$ cat src/logic/soc_bus_pkg.sv
package soc_bus_pkg;

    // Bus types
    typedef logic [31:0] addr_t;
    typedef logic [31:0] data_t;
    typedef logic [3:0]  strb_t;
    typedef logic [7:0]  byte_t;

    typedef enum logic [2:0] {
        REGION_NONE,
        REGION_RAM,
        REGION_GPIO,
        REGION_UART_DATA,
        REGION_UART_STAT
    } region_t;

    // --------------------
    // Memory map
    localparam addr_t RAM_BASE       = 32'hFFFF_0000;
    localparam addr_t GPIO_BASE      = 32'h0300_0000;
    localparam int    GPIO_SIZE      = 256;
    localparam addr_t UART_DATA_ADDR = 32'h0300_0100;
    localparam addr_t UART_STAT_ADDR = 32'h0300_0104;
    localparam data_t UNMAPPED_DATA  = 32'hFFFF_FFFF;

    // Internal RAM, 8 KB echoed across its window
    localparam int RAM_WORDS = 2048;
    typedef logic [$clog2(RAM_WORDS)-1:0] ram_index_t;

    // --------------------
    // GPIO word offsets inside the 256-byte window
    localparam int GPIO_WORD_W = $clog2(GPIO_SIZE / 4);
    typedef logic [GPIO_WORD_W-1:0] gpio_word_t;

    localparam gpio_word_t GPIO_DELAY_SEL = 6'd0;
    localparam gpio_word_t GPIO_LEDS      = 6'd1;
    localparam gpio_word_t GPIO_I2C_SCL   = 6'd5;
    localparam gpio_word_t GPIO_I2C_SDA   = 6'd6;
    localparam gpio_word_t GPIO_USB_RSTN  = 6'd7;

    localparam int DELAY_SEL_W = 5;
    typedef logic [DELAY_SEL_W-1:0] delay_sel_t;

    // --------------------
    // UART transmit path, bit rate kept short for simulation
    localparam int UART_FIFO_DEPTH   = 4;
    localparam int UART_CLKS_PER_BIT = 8;

    typedef logic [$clog2(UART_FIFO_DEPTH)-1:0] fifo_ptr_t;
    typedef logic [$clog2(UART_FIFO_DEPTH):0]   fifo_count_t;
    typedef logic [$clog2(UART_CLKS_PER_BIT)-1:0] bit_cnt_t;

endpackage

$ cat src/logic/uart_tx_fifo.sv
`timescale 1ns/1ps

module uart_tx_fifo import soc_bus_pkg::*; (
    input  logic  clk_rv,
    input  logic  rst_rv,
    input  logic  uart_push,
    input  byte_t push_byte,
    output logic  byte_valid,
    output byte_t tx_byte,
    input  logic  byte_ready,
    input  logic  ser_busy,
    output logic  fifo_full,
    output logic  tx_empty
);

    byte_t       fifo_mem [UART_FIFO_DEPTH];
    fifo_ptr_t   wr_ptr;
    fifo_ptr_t   rd_ptr;
    fifo_count_t count;
    logic        pop;

    assign pop = byte_valid && byte_ready;

    // --------------------
    // Pointers and fill level
    always_ff @(posedge clk_rv) begin
        if (!rst_rv) begin
            wr_ptr <= '0;
            rd_ptr <= '0;
            count  <= '0;
        end else begin
            if (uart_push)
                wr_ptr <= wr_ptr + 1'b1;
            if (pop)
                rd_ptr <= rd_ptr + 1'b1;
            case ({uart_push, pop})
                2'b10:   count <= count + 1'b1;
                2'b01:   count <= count - 1'b1;
                default: count <= count;
            endcase
        end
    end

    always_ff @(posedge clk_rv) begin
        if (uart_push)
            fifo_mem[wr_ptr] <= push_byte;
    end

    // Head of queue, visible the cycle after a push
    assign tx_byte    = fifo_mem[rd_ptr];
    assign byte_valid = (count != '0);
    assign fifo_full  = (count == fifo_count_t'(UART_FIFO_DEPTH));
    // Nothing queued and last frame fully on the line
    assign tx_empty   = (count == '0) && !ser_busy;

    a_push_not_full: assert property (@(posedge clk_rv) disable iff (!rst_rv)
        uart_push |-> !fifo_full);

endmodule
$ cat config.mk
export PLATFORM = sky130hd
export DESIGN_NAME = uart_tx_fifo
export DESIGN_NICKNAME = d
export VERILOG_FILES = /design/src/logic/soc_bus_pkg.sv /design/src/logic/uart_tx_fifo.sv
export SDC_FILE = /design/constraint.sdc
export NUM_CORES = 1
export LEC_CHECK = 0
export ABC_AREA = 0
export BUFFER_PORTS_ARGS = -buffer_cell sky130_fd_sc_hd__clkbuf_2
export CAP_MARGIN = 25
export CORE_MARGIN = 10
export CORE_UTILIZATION = 45
export DETAILED_ROUTE_END_ITERATION = 10
export MAX_ROUTING_LAYER = met4
export PLACE_DENSITY = 0.65
export SETUP_SLACK_MARGIN = 0.2
export SLEW_MARGIN = 15
export SYNTH_ARGS = -nofsm -noshare
export SYNTH_HDL_FRONTEND = slang
export SYNTH_SLANG_ARGS = --single-unit
$ cat constraint.sdc
create_clock -name clk_rv -period 2.3 [get_ports clk_rv]
set_clock_uncertainty 0.05 [all_clocks]
set_input_delay 0.575 -clock clk_rv [delete_from_list [all_inputs] [get_ports clk_rv]]
set_output_delay 0.575 -clock clk_rv [all_outputs]
set_load 0.02 [all_outputs]
Word level (Yosys, flattened, before mapping)
Memory sizes are Yosys's and may differ from the RTL's. A register that Yosys moved wholly into a read port is not among the register bits.
Cells that the tools add are included.
{ "word_totals": {"reg_bits": 7, "mem_bits_rw": 32, "output_inout_bits": 11, "word_cells": 22, "mem_count": 1} }
{ "op_classes": {"add_sub_neg": 4, "n_eq_ne": 3, "muxes": 5, "reduce_logical": 6} }
{ "mem_list": {"columns": ["name", "words", "width", "rd", "rd_ports_with_merged_regs", "write_ports", "line", "rtl"], "rows": [
  ["fifo_mem", 4, 8, 1, 1, 1, "uart_tx_fifo.sv:16", "byte_t fifo_mem [UART_FIFO_DEPTH];"]
]} }
{ "ops": {"columns": ["op", "n"], "rows": [
  ["case mux 3 bit (2 select lines)", 1],
  ["adder 2 x 1 -> 2 bit (second input constant)", 2],
  ["two-way mux 2 bit", 2],
  ["adder 3 x 1 -> 3 bit (second input constant)", 1],
  ["== test 3 bit (second input constant)", 1],
  ["logical NOT 3 bit", 1],
  ["nonzero test 3 bit", 1],
  ["subtractor 3 x 1 -> 3 bit (second input constant)", 1],
  ["== test 2 x 1 -> 1 bit (second input constant)", 1],
  ["== test 2 bit (second input constant)", 1],
  ["logical AND 1 bit", 2],
  ["two-way mux 1 bit", 2],
  ["nonzero test 2 bit", 1],
  ["logical NOT 1 bit", 1]
]} }

Logic depth before layout (Yosys ltp)
Gate-level depths: netlist (run 1).
{ "depth": {"ltp_word": 4, "mapped_depth": 7, "mapped_depth_nobuf": 7} }

Worst setup path after synthesis (run 1)
Ideal clock, no wire load.
{ "synth_timing": {"kind": "input to register", "startpoint": "input byte_ready", "endpoint": "register count[2]", "setup_time_ns": 0.076, "arrival_time_ns": 1.865, "slack_ns": 0.310, "stages": 7, "path_buffers": 0, "path_cell_list": "o31a_2 -> ha_1 -> inv_1 -> fa_1 -> xor2_1 -> or3_1 -> a21boi_0"} }
{ "synth_via": {"elab_chain_cells": 3} }
{ "synth_lines": {"columns": ["element", "line", "rtl"], "rows": [
  ["from (decl)", "uart_tx_fifo.sv:10", "input logic byte_ready,"],
  ["logical AND 1 bit (*)", "uart_tx_fifo.sv:22", "assign pop = byte_valid && byte_ready;"],
  ["== test 2 x 1 -> 1 bit / == test 2 bit (equally long branches)", "uart_tx_fifo.sv:36", "case ({uart_push, pop})"],
  ["case mux 3 bit (2 select lines) / nonzero test 2 bit (equally long branches)", null, null],
  ["to (signal assigned)", "uart_tx_fifo.sv:37", "2'b10: count <= count + 1'b1;"],
  ["to (signal assigned)", "uart_tx_fifo.sv:38", "2'b01: count <= count - 1'b1;"],
  ["to (signal assigned)", "uart_tx_fifo.sv:39", "default: count <= count;"],
  ["to (decl)", "uart_tx_fifo.sv:19", "fifo_count_t count;"]
]} }
Mark *: on every way between the ends. The rest lies on a longest branch, timed or not.
A chain may end at the register's enable or synchronous reset.

==> impl_metrics.toml, run 1 <==
[drt]
viasPerCell = 4.87
via_count = 818
drt-total-wl_mm = 2.74
wl_per_cell_um = 16.3
ant_nets = 0
drtIter0Drc = 21
drtPass1Iterations = 4
drc = 0

[cts]
clk_transition_reported_paths_ns = 0.07
root_buffer = "clkbuf_8"
cts.sink_count = 41
clockBufferDepth = 2
cts_tree = "done"
cts_made_buffers = 5
insertion_delay_ns = 0.29
htree_num_levels = 2

[synthesis]
ys_warn_count = 0
syn-cell-area_um2 = 1660
synth_top_family_by_area = "multiplexers"
syn_area_per_cell_um2 = 18.5
muxShareOfSynthArea = 0.130
synth_cells = 90
synth-xor-area-share = 0.0264
synth-seq-cells = 41
synth_fa_ha_area_frac = 0.0497
synthSimpleGateAreaFrac = 0.0580
seq_area_frac_synth = 0.687
synth_cell_types = 23
synth-compound-area-share = 0.0264
syn-num-nets = 109

[sta]
max_clock_freq_ghz = 0.483
setup_tns_ns = 0
worst-slew-pin-transition_ns = 0.451
rsz0062_at_grt = "yes"
slew_violations = 0
relSlewSlack = 0.699
fin_crit_sh = 0.900
hold_violations = 0
period_needed_ns = 2.07
setup_viol = 0

[power]
p_switching_uw = 573
p_per_area_nw_per_um2 = 1040
seqPwrFrac = 0.450
intPower_mw = 1.51
p_sw_frac = 0.275
leakagePower_nw = 0.720
peakVddDrop_mv = 0.437
power_frac_comb = 0.292
pwr-share-clk = 0.258

[die]
initial_core_util = 0.461
die_height_um = 80.8
core-area_um2 = 3610
fp.dieW_um = 80.8
rows = 22
pin_count = 24
dieArea_um2 = 6520

[place]
io_buffers = 23
dp.cells = 160
place.gp.congestion = 0.707
dp_hpwl_mm = 1.94

[global_route]
grt_pass1_wl_mm = 4.58
antenna_found_initial = 0
grt_max_degree = 13
gr-usage-all-layers = 0.0971
grt_pass1_vias = 951
gr-total-overflow = 0

[critical_path]
rr_worst_depth = 7
cp_data_required_time_ns = 1.67
path_class = "flip-flop to output port"
critPathArrivalTime_ns = 1.44
startpoint_type = "flip-flop"
cp_max_fo = 8
cp-end-kind = "output port"

[cells_and_area]
diodes = 0
drive_above_1_share = 0.392
seq_area_um2 = 1150
fillers = 307
multi_input_area_um2 = 457
layout.cells.non_filler = 168
final_nets = 138
areaGrowthSynthToFinish_pct = 20.3

[status]
status = "finished, final reports clean"

[worst_hold_path]
whs_path_depth = 1
worstHoldPathType = "input port to flip-flop"

[flow_run]
maxCapViolations = 0
placed cells by master (no fill, tap or decap), types with 4 or more instances in the layout:
cell / synthesis / routed
dfxtp_2: 0 / 5
dfxtp_1: 9 / 4
clkbuf_2: 0 / 15
inv_1: 6 / 6
ha_1: 5 / 5
and2_1: 8 / 8
edfxtp_1: 32 / 32
clkbuf_8: 0 / 6
buf_8: 0 / 5
mux4_2: 1 / 8
area by class of cell:
type	instances	share of cell area
flip-flops and latches	41	0.574
well taps	48	0.0301
inverters	6	0.0113
clock buffers	8	0.0557
multi-input cells	41	0.229
repair buffers	24	0.100
timing repair:
| action | in CTS | in global routing |
|---|---|---|
| resized for setup | 23 | 15 |
| cloned | 0 | 0 |
| endpoints found under the hold margin | 0 | 0 |
| hold buffers | 0 | 0 |
| setup endpoints to repair | 8 | 10 |
| setup buffers | 0 | 0 |
metal layers:
metal | track usage | wire, um
met5 | - | 0
met4 | 0.0467 | 38
met3 | 0.0298 | 132
met2 | 0.157 | 1450
met1 | 0.107 | 1120
kinds of logic (layout without fill, tap and decap cells):
family / count (synthesis) / in the layout
compound gates: 5 / 5
mux: 9 / 9
xor+xnor: 5 / 5
simple gates: 16 / 16
buf+inv: 8 / 38
fa+ha+maj: 6 / 6
flops: 41 / 41
registers in the layout (all words and copies together) (netlist names), named ones only:
signal	cells
wr_ptr	2
rd_ptr	2
fifo_mem	32
count	3
power by group through the flow:
stage	clock network [mW]	registers (mW)	logic [mW]
after floorplan	0	0.922	0.377
after detailed placement	0	0.940	0.508
after CTS	0.546	0.931	0.590
after global routing	0.576	0.947	0.663
final	0.536	0.936	0.608
after global placement	0	0.936	0.494
worst max-delay path: stages (launching register included):
cell,delay [ns]
dfxtp_2,0.34
buf_12,0.14
mux4_2,0.53
buf_8,0.15
worst paths after layout:
| path | startpoint | to | slack, ns |
|---|---|---|---|
| max | flip-flop | tx_byte[4] | 0.23 |
| min | push_byte[6] | fifo_mem[3][6] | 0.45 |
| max reg2reg | count[0] | count[2] | 0.36 |
| min reg2reg | count[2] | count[2] | 0.48 |
metrics by stage:
step,util,instance area [um2],power (mW),setup slack (ns),hold slack [ns]
after floorplan,-,1660,1.30,0.310,0.453
after global placement,0.507,1830,1.43,0.172,0.472
after detailed placement,0.507,1830,1.45,0.0596,0.520
after CTS,0.548,1980,2.07,0.205,0.446
after global routing,0.554,2000,2.19,0.180,0.445
final,0.554,2000,2.08,0.230,0.455
cells in the mapped netlist, drive strengths merged:
library cell / count / area, um2
a21boi: 1 / 7.51
and2: 8 / 50.1
and3: 1 / 6.26
buf: 1 / 11.3
clkbuf: 1 / 3.75
dfxtp: 9 / 180
edfxtp: 32 / 961
fa: 1 / 20.0
ha: 5 / 62.6
inv: 6 / 22.5
mux2i: 1 / 10.0
mux4: 8 / 206
nand2: 1 / 3.75
nor2: 1 / 3.75
nor2b: 3 / 18.8
o21ai: 2 / 10.0
o311ai: 1 / 16.3
o31a: 1 / 10.0
or3: 2 / 13.8
xnor2: 3 / 26.3
xor2: 2 / 17.5
No activity file was read; power rests on OpenSTA's default activity.
==> run 2, diff against run 1 <==
REMOVE_ABC_BUFFERS = 1   (was not set)
==> run 2 against run 1 <==
  * Global-route usage is 0.17 points higher
  * Hold slack worse by 0.0094 ns
  * Setup slack better by 0.0023 ns
  * Non-clock buffer count is 1 higher
  * Critical path depth unchanged
  * Critical endpoint is now tx_byte[2]
  * Highest routed layer unchanged
==> impl_metrics.toml, run 2 (synthesis gave the netlist of run 1 again) <==
[status]
status = "finished, final reports clean"

[sta]
layout_setup_ws_ns = 0.233
relSlewSlack = 0.706
fin_crit_sh = 0.899
setup_viol = 0
max_clock_freq_ghz = 0.484
hold_violations = 0
period_needed_ns = 2.07
worst-slew-pin-transition_ns = 0.441
slew_violations = 0
rsz0062_at_grt = "yes"
setup_tns_ns = 0

[global_route]
antenna_found_initial = 0
gr-usage-all-layers = 0.0988
grt_pass1_wl_mm = 4.53
gr-total-overflow = 0
grt_pass1_vias = 893
grt_max_degree = 13

[critical_path]
cp_slowest_cell = "mux4_2"
cp_max_fo = 4
critPathArrivalTime_ns = 1.44
cp_data_required_time_ns = 1.67
r2r_start = "count[0]"
path_delay_family = "multiplexers"
startpoint_type = "flip-flop"
cp-end-kind = "output port"
rrSetupSlack_ns = 0.34
rr_worst_depth = 7
cp-endpoint = "tx_byte[2]"
cp_cell_sequence = "buf_6 > mux4_2 > buf_2"
cpPeakStageDelay_ns = 0.50
path_class = "flip-flop to output port"
timing.critical_path.buf_inv = 2
rr_endpoint = "count[2]"
cp_num_cells = 3

[drt]
ant_nets = 0
drt-total-wl_mm = 2.82
via_count = 824
drc = 0
wl_per_cell_um = 16.7
viasPerCell = 4.88
drtPass1Iterations = 4
drtIter0Drc = 68

[place]
dp_hpwl_mm = 1.90
dpl_cell_area_um2 = 1840
place.gp.congestion = 0.694
pre_cts_ws_ns = 0.0808
io_buffers = 23

[cts]
post-cts-setup-buffer-count = 0
cts.sink_count = 41
root_buffer = "clkbuf_8"
clockBufferDepth = 2
ctsHoldBuffers = 0
cts_tree = "done"
cts_resized = 24
cts_made_buffers = 5
htree_num_levels = 2
insertion_delay_ns = 0.29
clk_transition_reported_paths_ns = 0.07

[die]
pin_count = 24
rows = 22
core-area_um2 = 3610
initial_core_util = 0.461
fp.dieW_um = 80.8
dieArea_um2 = 6520
die_height_um = 80.8

[flow_run]
maxCapViolations = 0

[cells_and_area]
final_cell_area_um2 = 2000
most-common-layout-cells = "edfxtp_1 (32), clkbuf_2 (15), mux4_2 (8), and2_1 (8), dfxtp_1 (7)"
areaGrowthSynthToFinish_pct = 20.1
largest_reg_flops = 32
mostFrequentLayoutCell = "edfxtp_1"
drive_above_1_share = 0.364
multi_input_area_um2 = 457
top_register = "fifo_mem"
final_nets = 139
fillers = 292
seq_area_um2 = 1140
reg_top3 = "fifo_mem x32, count x3"
diodes = 0

[power]
leakagePower_nw = 0.721
power_mw = 2.10
p_per_area_nw_per_um2 = 1050
peakVddDrop_mv = 0.469

[worst_hold_path]
worstHoldPathType = "input port to flip-flop"
whs_path_depth = 1
## run 2: changes by cell type in the layout (fill, tap and decap cells not counted)
cell	before	now
buf_12	1	0
buf_2	0	1
buf_4	1	0
buf_8	5	6
bufinv_16	0	1
clkbuf_16	1	0
clkinv_1	0	1
dfxtp_1	4	7
dfxtp_2	5	2
## run 2: cell type report
type,count,share of cell area
clock buffer,6,0.0364
clock inverter,2,0.0169
inverter,6,0.0113
multi-input combinational,41,0.229
sequential,41,0.573
tap,48,0.0301
timing repair buffer,25,0.103
## run 2: per-layer routing
metal / global-route usage / wire length (um) / vias to the layer above
li1: - / - / 396
met1: 0.105 / 1090 / 403
met5: - / 0 / -
met2: 0.149 / 1490 / 17
met3: 0.0419 / 166 / 8
met4: 0.0623 / 72 / 0
## run 2: stage by stage
stage	std cells	utilization	hold slack (ns)
2_1_floorplan	88	-	0.453
3_3_place_gp	161	0.509	0.471
3_5_place_dp	161	0.509	0.511
4_1_cts	169	0.551	0.436
5_1_grt	169	0.553	0.441
6_report	169	0.553	0.446
## run 2: worst min path at each step
stage	from	to	slack [ns]
global route	push_byte[3]	fifo_mem[2][3]	0.44
finish	push_byte[4]	fifo_mem[0][4]	0.45
floorplan	count[2]	count[2]	0.45
CTS	push_byte[4]	fifo_mem[0][4]	0.44
detailed placement	count[2]	count[2]	0.51
global placement	count[2]	count[2]	0.47
## run 2: power breakdown
part	internal [mW]	total, mW	switching, mW
Combinational	0.321	0.611	0.290
Sequential	0.873	0.933	0.0606
Clock	0.320	0.552	0.232
==> run 3, diff against run 2 <==
GPL_ROUTABILITY_DRIVEN = 0   (was not set)
clock period = 2.2 ns   (was 2.3 ns; I/O delays follow)
==> run 3 against run 2 <==
  * Register-to-register slack got worse by 0.05 ns
  * Sequential cell count unchanged
  * First-iteration DRC count decreased by 46%
  * Sequential power increased by 5.4%
  * Utilization increased by 0.76 points
  * Wire length decreased by 1.3%
  * Setup slack got worse by 0.076 ns
  * Critical endpoint is now tx_byte[4]
  * Largest power group unchanged
  * Highest routed layer unchanged
==> impl_metrics.toml, run 3 (synthesis gave the netlist of run 1 again) <==
[status]
status = "finished, final reports clean"

[sta]
slew_violations = 0
setup_tns_ns = 0
period_needed_ns = 2.04
worst-slew-pin-transition_ns = 0.482
fin_crit_sh = 0.929
setup_viol = 0
relSlewSlack = 0.679
rsz0062_at_grt = "yes"
max_clock_freq_ghz = 0.489
whs_ns = 0.431
hold_violations = 0

[power]
p_per_area_nw_per_um2 = 1100
leakagePower_nw = 0.731
peakVddDrop_mv = 0.491
power_mw = 2.23

[place]
dpl_cell_area_um2 = 1840
dp.cells = 161
io_buffers = 23
dp_hpwl_mm = 1.91

[drt]
drc = 0
wl_per_cell_um = 16.4
ant_nets = 0
drtIter0Drc = 37
drt-total-wl_mm = 2.79
viasPerCell = 4.92
via_count = 837
drtPass1Iterations = 4

[global_route]
grt_pass1_vias = 890
antenna_found_initial = 0
gr-total-overflow = 0
gr-usage-all-layers = 0.0986
grt_pass1_wl_mm = 4.54
grt_max_degree = 13

[cells_and_area]
reg_top3 = "fifo_mem x32, count x3"
most-common-layout-cells = "edfxtp_1 (32), clkbuf_2 (14), mux4_2 (8), and2_1 (8), buf_8 (7)"
areaGrowthSynthToFinish_pct = 21.8
final_nets = 140
final_cell_area_um2 = 2020
mostFrequentLayoutCell = "edfxtp_1"
top_register = "fifo_mem"
layout.cells.non_filler = 170
largest_reg_flops = 32
diodes = 0
fillers = 302
drive_above_1_share = 0.393

[cts]
clk_transition_reported_paths_ns = 0.07
root_buffer = "clkbuf_8"
cts.sink_count = 41
cts_made_buffers = 5
insertion_delay_ns = 0.28
htree_num_levels = 2
cts_tree = "done"
clockBufferDepth = 2

[die]
pin_count = 24
dieArea_um2 = 6520
initial_core_util = 0.461
die_height_um = 80.8
rows = 22
fp.dieW_um = 80.8
core-area_um2 = 3610

[worst_hold_path]
worstHoldPathType = "input port to flip-flop"

[critical_path]
cp_data_required_time_ns = 1.60
cp_max_fo = 4
critPathArrivalTime_ns = 1.44
path_class = "flip-flop to output port"
startpoint_type = "flip-flop"
cp-end-kind = "output port"

[flow_run]
maxCapViolations = 0
[run 3: final cells by class]
type / count / area (um2) / share of cell area
sequential: 41 / 1150 / 0.568
timing repair buffer: 26 / 224 / 0.111
clock inverter: 2 / 33.8 / 0.0167
multi-input combinational: 41 / 460 / 0.228
inverter: 6 / 22.5 / 0.0111
tap: 48 / 60.1 / 0.0297
clock buffer: 6 / 72.6 / 0.0359
[run 3: where the power goes]
part / switching, mW / internal (mW)
Combinational: 0.310 / 0.368
Sequential: 0.0637 / 0.919
Clock: 0.232 / 0.335
Total: 0.606 / 1.62
[run 3: path summary, 6_finish.rpt]
path / startpoint / to / slack, ns / cells after the start
setup / recovery: flip-flop / tx_byte[4] / 0.16 / 3
hold / removal: push_byte[4] / fifo_mem[1][4] / 0.43 / 1
setup reg to reg: count[0] / count[2] / 0.29 / 7
hold reg to reg: count[2] / count[2] / 0.49 / 2
[run 3: timing repair]
action                     in CTS  in global routing
hold endpoints to repair        0                  0
setup endpoints to repair       9                 10
buffers inserted                0                  1
pin swaps                       0                  1
hold buffers                    0                  0
gates resized for setup        26                 16
[run 3: critical path: stages, from the launching register on]
cell     delay (ns)
dfxtp_2        0.34
buf_6          0.13
mux4_2         0.53
buf_8          0.15
[run 3: layer usage]
layer  wire length, um  GRT usage  share of wire
met1              1100      0.107           0.39
met3               159     0.0386          0.057
met2              1510      0.156           0.54
met5                 0          -              0
met4                21     0.0467         0.0075
[run 3: stage by stage]
stage	worst slack [ns]	utilization
after global placement	0.102	0.509
after global routing	0.112	0.561
final	0.157	0.561
after detailed placement	0.00722	0.509
after CTS	0.142	0.552
after floorplan	0.235	-
